### src/rtl/pmsi_pkg.sv
/* Shared widths, operation and PMSI state encodings,
   and the message structs for the pipeline, the L2 and write-backs */
package pmsi_pkg;

    localparam int ADDR_W = 16;  // Word address
    localparam int DATA_W = 32;

    // LD and ST come from the pipeline, the rest from the L2
    typedef enum logic [2:0] {
        NO_OP = 3'd0,
        LD    = 3'd1,
        ST    = 3'd2,
        RD    = 3'd3,
        WR    = 3'd4,
        INV   = 3'd5,
        UPD   = 3'd6,
        WR_LD = 3'd7
    } pmsi_op_e;

    // Bit 3 marks a pending state
    typedef enum logic [3:0] {
        I   = 4'd1,   // Invalid
        S   = 4'd2,   // Shared
        M   = 4'd4,   // Modified
        PS  = 4'd9,   // Pending Store
        PM  = 4'd10,  // Pending Modified
        PL  = 4'd11,  // Pending Load
        PLS = 4'd15   // Store arrived while the load was still pending
    } pmsi_state_e;

    // Pipeline request, op is LD or ST
    typedef struct packed {
        pmsi_op_e          op;
        logic [ADDR_W-1:0] addr;
        logic [DATA_W-1:0] wdata;
    } cpu_req_t;

    // Message from the L2
    typedef struct packed {
        pmsi_op_e          op;
        logic [ADDR_W-1:0] addr;
        logic [DATA_W-1:0] data;
    } l2_msg_t;

    // Miss or upgrade request towards the L2
    typedef struct packed {
        pmsi_op_e          op;
        logic [ADDR_W-1:0] addr;
    } l2_req_t;

    typedef struct packed {
        logic [ADDR_W-1:0] addr;
        logic [DATA_W-1:0] data;
    } wb_t;

endpackage

### src/rtl/pmsi_next_state.sv
/* PMSI next-state table with evict priority and write-back decision */
module pmsi_next_state
    import pmsi_pkg::*;
(
    input  pmsi_op_e    operation,
    input  pmsi_state_e current_state,
    input  logic        is_evict,
    output pmsi_state_e next_state,
    output logic        wb_to_l2
);

    // Stable line thrown out, or dirty line snooped by the L2
    always_comb begin
        wb_to_l2 = (is_evict && !current_state[3]) ||
                   (current_state == M && operation == RD);
    end

    always_comb begin
        next_state = current_state;
        if (is_evict && (operation == LD || operation == ST)) begin
            // New tag takes over the line
            next_state = (operation == LD) ? PL : PS;
        end else begin
            case (current_state)
                I: begin
                    if (operation == LD) next_state = PL;  // Store to I is dropped
                end
                PL: begin
                    if (operation == WR || operation == WR_LD) next_state = S;
                    else if (operation == ST) next_state = PLS;
                    else if (operation == INV) next_state = I;
                end
                S: begin
                    if (operation == ST) next_state = PM;  // Upgrade
                    else if (operation == INV) next_state = I;
                end
                PLS: begin
                    if (operation == WR || operation == WR_LD) next_state = PM;
                    else if (operation == INV) next_state = I;
                end
                PM: begin
                    if (operation == UPD) next_state = M;
                    else if (operation == INV) next_state = I;
                end
                PS: begin
                    if (operation == WR || operation == WR_LD) next_state = M;
                    else if (operation == INV) next_state = I;
                end
                M: begin
                    if (operation == RD) next_state = S;
                    else if (operation == INV) next_state = I;
                end
                default: next_state = current_state;
            endcase
        end
    end

endmodule

### src/rtl/l1_tag_state_array.sv
/* Tag and coherence-state storage, one entry per direct-mapped line */
module l1_tag_state_array
    import pmsi_pkg::*;
#(
    parameter int INDEX_W = 4
) (
    input  logic                      clk,
    input  logic                      arst_n,
    input  logic [INDEX_W-1:0]        rd_index,
    output logic [ADDR_W-INDEX_W-1:0] tag,
    output pmsi_state_e               state,
    input  logic                      we,
    input  logic [INDEX_W-1:0]        wr_index,
    input  logic [ADDR_W-INDEX_W-1:0] wr_tag,
    input  pmsi_state_e               wr_state
);

    localparam int LINES = 1 << INDEX_W;
    localparam int TAG_W = ADDR_W - INDEX_W;

    logic [TAG_W-1:0] tag_q   [LINES];
    logic [3:0]       state_q [LINES];  // Raw code, checked below

    // Every line comes out of reset invalid
    always_ff @(posedge clk or negedge arst_n) begin
        if (!arst_n) begin
            for (int i = 0; i < LINES; i++) begin
                state_q[i] <= I;
            end
        end else if (we) begin
            state_q[wr_index] <= wr_state;
        end
    end

    always_ff @(posedge clk) begin
        if (we) begin
            tag_q[wr_index] <= wr_tag;
        end
    end

    // Combinational read
    assign tag   = tag_q[rd_index];
    assign state = pmsi_state_e'(state_q[rd_index]);

    // Every line must always hold a legal PMSI code
    for (genvar g = 0; g < LINES; g++) begin : g_state_chk
        a_state_legal: assert property (
            @(posedge clk) disable iff (!arst_n)
            state_q[g] inside {I, S, M, PS, PM, PL, PLS}
        ) else $error("line %0d holds illegal state %0h", g, state_q[g]);
    end

endmodule

### src/rtl/l1_data_array.sv
/* Data word and pending-store word per line */
module l1_data_array
    import pmsi_pkg::*;
#(
    parameter int INDEX_W = 4
) (
    input  logic               clk,
    input  logic               arst_n,
    input  logic [INDEX_W-1:0] index,
    output logic [DATA_W-1:0]  data,
    output logic [DATA_W-1:0]  pend,
    input  logic               data_we,
    input  logic [DATA_W-1:0]  data_in,
    input  logic               pend_we,
    input  logic [DATA_W-1:0]  pend_in
);

    localparam int LINES = 1 << INDEX_W;

    logic [DATA_W-1:0] data_q [LINES];
    logic [DATA_W-1:0] pend_q [LINES];  // Store data waiting for ownership

    // Both words start at zero
    always_ff @(posedge clk or negedge arst_n) begin
        if (!arst_n) begin
            for (int i = 0; i < LINES; i++) begin
                data_q[i] <= '0;
                pend_q[i] <= '0;
            end
        end else begin
            if (data_we) begin
                data_q[index] <= data_in;
            end
            if (pend_we) begin
                pend_q[index] <= pend_in;
            end
        end
    end

    // Same index for read and write, read is combinational
    assign data = data_q[index];
    assign pend = pend_q[index];

endmodule

### src/rtl/l1_coherence_ctrl.sv
/* Operation select, eviction detection, array write control,
   and registered L2 requests, write-backs and load responses */
module l1_coherence_ctrl
    import pmsi_pkg::*;
#(
    parameter int INDEX_W = 4
) (
    input  logic                      clk,
    input  logic                      arst_n,
    input  logic                      cpu_valid,
    input  cpu_req_t                  cpu_req,
    input  logic                      l2_valid,
    input  l2_msg_t                   l2_msg,
    input  logic [ADDR_W-INDEX_W-1:0] line_tag,
    input  pmsi_state_e               line_state,
    input  logic [DATA_W-1:0]         line_data,
    input  logic [DATA_W-1:0]         line_pend,
    input  pmsi_state_e               next_state,
    input  logic                      wb_to_l2,
    output pmsi_op_e                  operation,
    output pmsi_state_e               current_state,
    output logic                      is_evict,
    output logic [INDEX_W-1:0]        line_index,
    output logic                      tag_we,
    output logic [ADDR_W-INDEX_W-1:0] wr_tag,
    output pmsi_state_e               wr_state,
    output logic                      data_we,
    output logic [DATA_W-1:0]         data_in,
    output logic                      pend_we,
    output logic [DATA_W-1:0]         pend_in,
    output logic                      l2_req_valid,
    output l2_req_t                   l2_req,
    output logic                      wb_valid,
    output wb_t                       wb,
    output logic                      ld_valid,
    output logic [DATA_W-1:0]         ld_data
);

    logic [ADDR_W-1:0]        req_addr;
    logic [ADDR_W-INDEX_W-1:0] req_tag;
    logic                     tag_hit;
    logic                     is_fill;
    logic                     enter;   // Line changes state or owner
    logic                     req_ld;
    logic                     req_st;
    logic                     ld_hit;
    logic                     ld_fill;

    assign req_addr   = cpu_valid ? cpu_req.addr : l2_msg.addr;
    assign line_index = req_addr[INDEX_W-1:0];
    assign req_tag    = req_addr[ADDR_W-1:INDEX_W];
    assign tag_hit    = (req_tag == line_tag);

    // L2 messages for another tag are dropped
    always_comb begin
        if (cpu_valid) operation = cpu_req.op;
        else if (l2_valid && tag_hit) operation = l2_msg.op;
        else operation = NO_OP;
    end

    assign current_state = line_state;
    assign is_evict      = cpu_valid && !tag_hit && (line_state != I);

    // Array updates
    assign tag_we   = (operation != NO_OP);
    assign wr_tag   = req_tag;
    assign wr_state = next_state;
    assign is_fill  = (operation == WR) || (operation == WR_LD);

    assign data_we = is_fill || (operation == UPD) ||
                     (operation == ST && !is_evict && line_state == M);
    always_comb begin
        if (is_fill) begin
            // Waiting store wins over the fill
            data_in = (line_state inside {PS, PLS}) ? line_pend : l2_msg.data;
        end else if (operation == UPD) begin
            data_in = line_pend;
        end else begin
            data_in = cpu_req.wdata;
        end
    end

    assign pend_we = (operation == ST) && (next_state inside {PS, PM, PLS});
    assign pend_in = cpu_req.wdata;

    // Outgoing requests and load responses
    assign enter   = is_evict || (next_state != line_state);
    assign req_ld  = enter && (next_state == PL);
    assign req_st  = enter && ((next_state inside {PS, PLS}) ||
                               (line_state == S && next_state == PM));
    assign ld_hit  = (operation == LD) && tag_hit && (line_state inside {S, M, PM});
    assign ld_fill = is_fill && (line_state inside {PL, PLS});

    always_ff @(posedge clk or negedge arst_n) begin
        if (!arst_n) begin
            l2_req_valid <= 1'b0;
            l2_req       <= '0;
            wb_valid     <= 1'b0;
            wb           <= '0;
            ld_valid     <= 1'b0;
            ld_data      <= '0;
        end else begin
            l2_req_valid <= req_ld || req_st;
            wb_valid     <= wb_to_l2;
            ld_valid     <= ld_hit || ld_fill;
            if (req_ld || req_st) begin
                l2_req.op   <= req_ld ? LD : ST;
                l2_req.addr <= req_addr;
            end
            if (wb_to_l2) begin
                wb.addr <= {line_tag, line_index};  // Old owner of the line
                wb.data <= line_data;
            end
            if (ld_hit || ld_fill) begin
                ld_data <= ld_fill ? l2_msg.data : line_data;
            end
        end
    end

    a_one_source: assert property (
        @(posedge clk) disable iff (!arst_n) !(cpu_valid && l2_valid)
    ) else $error("pipeline and L2 strobed in the same cycle");

    // A stable victim must be written back on the next cycle
    a_evict_wb: assert property (
        @(posedge clk) disable iff (!arst_n)
        (is_evict && !line_state[3]) |=> wb_valid
    ) else $error("evicted stable line without write-back");

endmodule

### src/rtl/l1_coherent_cache.sv
/* Direct-mapped coherent L1, tag/state and data arrays around the PMSI controller */
module l1_coherent_cache
    import pmsi_pkg::*;
#(
    parameter int INDEX_W = 4
) (
    input  logic              clk,
    input  logic              arst_n,
    input  logic              cpu_valid,
    input  cpu_req_t          cpu_req,
    input  logic              l2_valid,
    input  l2_msg_t           l2_msg,
    output logic              l2_req_valid,
    output l2_req_t           l2_req,
    output logic              wb_valid,
    output wb_t               wb,
    output logic              ld_valid,
    output logic [DATA_W-1:0] ld_data
);

    localparam int TAG_W = ADDR_W - INDEX_W;

    logic [INDEX_W-1:0] line_index;
    logic [TAG_W-1:0]   line_tag, wr_tag;
    pmsi_state_e        line_state, current_state, next_state, wr_state;
    logic [DATA_W-1:0]  line_data, line_pend, data_in, pend_in;
    logic               tag_we, data_we, pend_we;
    pmsi_op_e           operation;
    logic               is_evict, wb_to_l2;

    l1_tag_state_array #(.INDEX_W(INDEX_W)) u_tags (
        .clk, .arst_n,
        .rd_index (line_index),
        .tag      (line_tag),
        .state    (line_state),
        .we       (tag_we),
        .wr_index (line_index),  // Read and write hit the same line
        .wr_tag, .wr_state
    );

    l1_data_array #(.INDEX_W(INDEX_W)) u_data (
        .clk, .arst_n,
        .index (line_index),
        .data  (line_data),
        .pend  (line_pend),
        .data_we, .data_in, .pend_we, .pend_in
    );

    l1_coherence_ctrl #(.INDEX_W(INDEX_W)) u_ctrl (.*);

    pmsi_next_state u_fsm (
        .operation, .current_state, .is_evict, .next_state, .wb_to_l2
    );

endmodule

### config.mk
export PLATFORM = sky130hd
export DESIGN_NAME = l1_coherent_cache
export DESIGN_NICKNAME = d
export VERILOG_FILES = /design/src/rtl/pmsi_pkg.sv /design/src/rtl/pmsi_next_state.sv /design/src/rtl/l1_tag_state_array.sv /design/src/rtl/l1_data_array.sv /design/src/rtl/l1_coherence_ctrl.sv /design/src/rtl/l1_coherent_cache.sv
export SDC_FILE = /design/constraint.sdc
export NUM_CORES = 2
export LEC_CHECK = 0
export ABC_AREA = 1
export BUFFER_PORTS_ARGS = -buffer_cell sky130_fd_sc_hd__buf_2
export CORE_UTILIZATION = 50
export CTS_BUF_LIST = sky130_fd_sc_hd__clkbuf_4 sky130_fd_sc_hd__clkbuf_8
export DETAILED_ROUTE_END_ITERATION = 6
export GPL_ROUTABILITY_DRIVEN = 0
export PLACE_DENSITY = 0.64
export SLEW_MARGIN = 5
export SYNTH_ARGS = -nofsm -noshare
export SYNTH_HDL_FRONTEND = slang
export SYNTH_HIERARCHICAL = 1
export SYNTH_SLANG_ARGS = --single-unit
### constraint.sdc
create_clock -name clk -period 7.25 [get_ports clk]
set_input_delay 1.45 -clock clk [delete_from_list [all_inputs] [get_ports clk]]
set_output_delay 1.45 -clock clk [all_outputs]
set_load 0.05 [all_outputs]
## After elaboration in Yosys (flattened, before gate mapping)

Memory sizes are Yosys's and may differ from the RTL's.
Cells that the tools add are included.

- Order comparisons: 2
- Equal/unequal tests: 21
- Multiplexer cells: 38
- Bitwise logic cells: 1
- Reductions and logical operators: 34

Operator list:

| operator | count |
|---|---|
| bitwise mux 512 bit | 2 |
| 2-to-1 mux 32 bit | 9 |
| binary-select mux 32 bit (select 4 bit) | 2 |
| demux 32 bit (select 4 bit) | 1 |
| bitwise mux 64 bit | 1 |
| 2-to-1 mux 4 bit | 13 |
| == test 4 bit, second input constant | 8 |
| one-hot mux 4 bit (7 select lines) | 1 |
| binary-select mux 4 bit (select 4 bit) | 1 |
| demux 4 bit (select 4 bit) | 1 |
| logical AND 1 bit | 16 |
| 2-to-1 mux 16 bit | 1 |
| == test 12 bit | 1 |
| == test 3 bit, second input constant | 4 |
| logical OR 1 bit | 9 |
| nonzero test 3 bit | 3 |
| == test 3 x 2 -> 1 bit, second input constant | 2 |
| 2-to-1 mux 3 bit | 2 |
| nonzero test 2 bit | 3 |
| greater-or-equal comparator 5 bit, second input constant | 1 |
| less-than comparator 5 x 1 -> 1 bit, second input constant | 1 |
| inverter 4 -> 5 bit | 1 |
| == test 4 x 1 -> 1 bit, second input constant | 1 |
| == test 4 x 2 -> 1 bit, second input constant | 1 |
| other kinds (7) | 11 |

- Bits in registers: 1190
- RAM bits: 192
- Input port bits: 106
- Output and inout port bits: 102
- Word-level logic and storage cells: 153
- Memories kept: 1

Memories:

| memory | depth | bits a word | read ports | clocked after Yosys merged registers in | wr ports | line | source |
|---|---|---|---|---|---|---|---|
| u_tags.tag_q | 16 | 12 | 1 | 0 | 1 | l1_tag_state_array.sv:21 | `logic [TAG_W-1:0] tag_q [LINES];` |

## Depth between registers and ports, before layout

An unclocked memory read counts as a cell.

- Depth in word-level cells: 17
- Mapped depth: 43
- Mapped depth without buffers: 38

## Cells and area by module

The synthesis kept the hierarchy.

Modules (own cells, without submodules):

| module | times used | cells an instance | area each (µm²) | sequential area each (µm²) |
|---|---|---|---|---|
| l1_data_array | 1 | 6532 | 47904.7 | 25624.6 |
| l1_tag_state_array | 1 | 1213 | 11383.4 | 7387.1 |
| l1_coherence_ctrl | 1 | 975 | 6819.0 | 2527.4 |
| pmsi_next_state | 1 | 113 | 499.2 | 0.0 |

## Worst setup path before layout

No wires, ideal clock.

- Path type: input-to-reg
- Start point: input cpu_valid
- End point: register u_data/pend_q[269] (netlist name)
- Setup time: 0.133 ns
- Data arrival time: 6.196 ns
- Data required time: 7.117 ns
- Setup slack: 0.921 ns
- Stages on the path: 40
- Path buffers: 9
- Cells stage by stage: buf_6 > buf_6 > clkbuf_1 > nand2_1 > nand2_1 > buf_4 > inv_1 > buf_4 > buf_4 > nand2_1 > nand3_1 > nand3_1 > nand3_1 > nand2_1 > inv_1 > nand3_1 > nand2_1 > nor2_1 > (+4 left out) > nand3_2 > nand2_1 > nand2_1 > nand2_1 > inv_1 > nor2_1 > nand3_1 > nand2_1 > nand2_1 > a211oi_1 > o21ai_0 > a211oi_1 > buf_2 > buf_2 > nand2_1 > clkbuf_1 > nand2_1 > o21ai_0

- Word-level cells in the longest chain between the ends: 15
- Elaborated cells between the ends (all ways): 54
- Those cells by class: order compare (2); eq/ne (19); mux (21); bitwise (1); reduce/logical (10); memory (1)

RTL lines:

| what | line | source |
|---|---|---|
| start: declaration | l1_coherent_cache.sv:9 | `input logic cpu_valid,` |
| 2-to-1 mux 16 bit * | l1_coherence_ctrl.sv:49 | `assign req_addr = cpu_valid ? cpu_req.addr : l2_msg.addr;` |
| net line_index[0] | l1_coherent_cache.sv:23 | `logic [INDEX_W-1:0] line_index;` |
| memory (16 x 12 bit) * | - |  |
| net line_tag[7] | l1_coherent_cache.sv:24 | `logic [TAG_W-1:0] line_tag, wr_tag;` |
| == test 12 bit * | l1_coherence_ctrl.sv:52 | `assign tag_hit = (req_tag == line_tag);` |
| logical AND 1 bit * | l1_coherence_ctrl.sv:57 | `else if (l2_valid && tag_hit) operation = l2_msg.op;` |
| 2-to-1 mux 3 bit * | l1_coherence_ctrl.sv:57 |  |
| 2-to-1 mux 3 bit * | l1_coherence_ctrl.sv:56 | `if (cpu_valid) operation = cpu_req.op;` |
| net operation[2] | l1_coherent_cache.sv:28 | `pmsi_op_e operation;` |
| (+3 left out) | - |  |
| 2-to-1 mux 4 bit | pmsi_next_state.sv:29 | `if (operation == WR \|\| operation == WR_LD) next_state = S;` |
| one-hot mux 4 bit (7 select lines) | pmsi_next_state.sv:24 | `case (current_state)` |
| 2-to-1 mux 4 bit * | pmsi_next_state.sv:20 | `if (is_evict && (operation == LD \|\| operation == ST)) begin` |
| net next_state[1] | l1_coherent_cache.sv:25 | `pmsi_state_e line_state, current_state, next_state, wr_state;` |
| == test 4 bit | l1_coherence_ctrl.sv:83 | `assign pend_we = (operation == ST) && (next_state inside {PS, PM, PLS});` |
| nonzero test 3 bit * | l1_coherence_ctrl.sv:83 |  |
| logical AND 1 bit * | l1_coherence_ctrl.sv:83 |  |
| net pend_we | l1_coherent_cache.sv:27 | `logic tag_we, data_we, pend_we;` |
| end signal: indexed assignment | l1_data_array.sv:35 | `pend_q[index] <= pend_in;` |
| end: declaration | l1_data_array.sv:21 | `logic [DATA_W-1:0] pend_q [LINES];` |

The timed path passes the listed nets; every way through them passes the cells marked *. The select of a mux whose other input is x is not followed.
A chain may end at the register's enable or synchronous reset.

## Final worst setup path

- Start point: input cpu_valid
- End point: register u_data/pend_q[101] (netlist name)

The elaborated chain is that of the path after synthesis.

==> results.cfg <==
[die]
die_h_um = 367.0
die-width_um = 367.0
io_pins = 208
start_util_pct = 50.54
core_um2 = 131800
die-area_um2 = 134700
rows = 133

[min_path]
hp-class = flop to flop
min_from = u_data/data_q[165]$_DFFE_PN0P_
min_path_cells = 2
holdPathEnd = u_data/data_q[165]$_DFFE_PN0P_

[logic_synthesis]
synth_xor_area_share_pct = 0
synth_top_family_by_area = simple AND/OR/NAND/NOR gates
synth_compound_area_share_pct = 8.793
async_flop_share_pct = 86.10
synth_mux_area_share_pct = 0.5917
avgSynthCellArea_um2 = 7.541
yosys.area_share.simple_pct = 29.81
synth_nets = 8939
synthAdderAreaFrac_pct = 0
mappedNetlistArea_um2 = 66610
synthCells = 8833
ys_seq_elements = 1381
synth_edf_count = 192
ys_seq_area_share_pct = 53.36
yosys_warnings = 6
synth_cell_types = 36
ys.flop_type = dfrtp_1

[timing]
setup-tns-final_ps = 0
fin_ws_ps = 964.5
fin_crit_ps = 6285
finalHoldViolCount = 0
tightest_slew_ps = 1233
setup_viol = 0
grt_setup_unrepaired = false
max_freq_mhz = 159.1
slew_viol_final = 0
fin_crit_sh_pct = 86.70
relSlewSlack_pct = 17.59
skew_ps = 54.59

[clock_tree]
cts.root.buffer_cell = clkbuf_8
cts_sinks = 1381
clkSlewWorstSetupHoldPaths_ps = 60
numCtsBuffers = 226
cts_tree = done
cts_resized = 0
worstSkewPairLatency_ps = 980
cts_buffer_depth = 3
h-tree-depth = 4
cts_setup_buffers = 0
cts_hold_buf = 0

[setup_path]
worst_setup_path_start_kind = input port
worst-r2r-setup-slack_ps = 2020
critical-path-max-stage-delay_ps = 410
cp_slowest_cell = buf_4
crit_required_ps = 8040
path_common_cell = nand2_1
cp.arrival_ps = 7080
rr_worst_depth = 32
reg2reg_from = u_tags/tag_q[9][9]$_DFFE_PP_
crit_path_max_fanout = 64
r2r_end = u_data/pend_q[101]$_DFFE_PN0P_
criticalPathCategory = input port to flop
critPathCaptureType = flop

[cells_and_area]
fin_cells = 10740
regArea_um2 = 35540
multi_input_area_um2 = 26300
layout_commonest_cell = nand2_1
area_growth_pct = 10.43
layout_common_cells = 4558 x nand2_1, 1173 x dfrtp_1, 1000 x o21ai_0
drive_above_1_share_pct = 10.01
fill_cells = 12590
nets = 8891

[routing]
drc = 0
wl_per_cell_um = 20.04
drtIter0Drc = 6837
ant_nets = 0
vias = 58210
routed_wl_um = 215200
drt-pass1-iter-count = 7
routed_via_density = 5.422

[grt]
overflow = 0
grt_start_max_net_pins = 179
grt_pass1_wl_um = 331100
grt_pass1_vias = 54440
grt_usage_pct = 31.88
antenna_found_initial = 30

[pwr]
seq_power_share_pct = 44.5
power.density_nw_per_um2 = 322.3
p_leak_nw = 38.36
ir_drop_mv = 0.1966
internal_power_mw = 15.44
pwr-share-comb_pct = 24.5
clkPwrFrac_pct = 31.1
power_switching_mw = 8.268
sw_frac_of_total_pct = 34.88

[flow_run]
cap_violations = 0

[status]
status = completed

[placed_design]
placedCellCount = 10310
pre_cts_ws_ps = 260.1
dp_hpwl_um = 129500
io_buffer_count = 206
==> power groups by stage <==
stage          Sequential (mW)  Clock, mW  Combinational, mW
2_1_floorplan             11.3          0               3.24
3_3_place_gp              10.6          0               5.64
3_5_place_dp              10.6          0               5.74
4_1_cts                   10.5       7.48               5.76
5_1_grt                   10.7       7.82               6.45
6_report                  10.5       7.36               5.80
==> through the flow <==
step	power [mW]	hold slack, ps	area, um^2	utilization, %
2_1_floorplan	14.56	445.1	66610	-
3_3_place_gp	16.23	456.8	68550	52.01
3_5_place_dp	16.37	472.7	68550	52.01
4_1_cts	23.76	486.7	73510	55.78
5_1_grt	24.99	495.3	73520	55.78
6_report	23.70	482.1	73550	55.81
==> how the worst max path moves through the flow <==
stage | startpoint | to | cells past startpoint
CTS | cpu_valid | u_data/pend_q[231]$_DFFE_PN0P_ | 37
detailed placement | cpu_valid | u_data/pend_q[234]$_DFFE_PN0P_ | 37
finish | cpu_valid | u_data/pend_q[101]$_DFFE_PN0P_ | 37
global placement | cpu_valid | u_data/pend_q[401]$_DFFE_PN0P_ | 30
global route | cpu_valid | u_data/pend_q[236]$_DFFE_PN0P_ | 39
floorplan | cpu_valid | u_data/pend_q[269]$_DFFE_PN0P_ | 40
==> worst max-delay path, delay by kind of cell <==
family | cells | cell delay [ps]
AND/OR/NAND/NOR | 23 | 2760
buffers and inverters | 12 | 2440
AO/OA/AOI/OAI | 2 | 360
==> logic make-up (layout without fill, tap and decap cells) <==
group	after synthesis	count (layout)
simple gates	5082	5082
flops	1381	1381
buf+inv	1184	1316
compound gates	1150	1150
mux	35	35
other cells	1	17
==> final cells by class <==
type,count,area share [%]
Sequential cell,1381,48.32
Multi-Input combinational cell,6268,35.76
Clock buffer,370,6.277
Timing Repair Buffer,336,3.184
Tap cell,1755,2.985
Inverter,572,2.955
Clock inverter,38,0.4695
Antenna cell,16,0.05444
==> routing by layer <==
metal,vias to the layer above,part of all wire [%],wire (um),GRT usage (%)
met4,16,4.4,9386,14.27
met5,-,0.050,108,0
met2,2686,44,95510,48.73
met3,492,8.9,19100,6.305
met1,27620,42,91070,43.97
li1,27390,-,-,-
==> sequential cells by signal, indices dropped and copies added (netlist names) <==
name / count
u_ctrl/ld_valid: 1
u_ctrl/wb: 48
u_ctrl/ld_data: 32
u_tags/tag_q: 192
u_ctrl/l2_req_valid: 1
u_data/data_q: 512
u_ctrl/l2_req: 18
u_ctrl/wb_valid: 1
u_data/pend_q: 512
u_tags/state_q: 64
==> Yosys cell counts (all sizes together) (5+ instances only) <==
master	n	share of area (%)
a21oi	11	0.083
a31oi	5	0.047
buf	258	2.2
clkbuf	354	2.0
dfrtp	1173	44
dfstp	16	0.63
edfxtp	192	8.7
inv	572	3.2
mux2	35	0.59
nand2	4593	26
nand3	394	3.1
nand4	8	0.098
nor2	78	0.56
o211ai	33	0.37
o21ai	1098	8.3
Power figures use the tool's default switching activity.
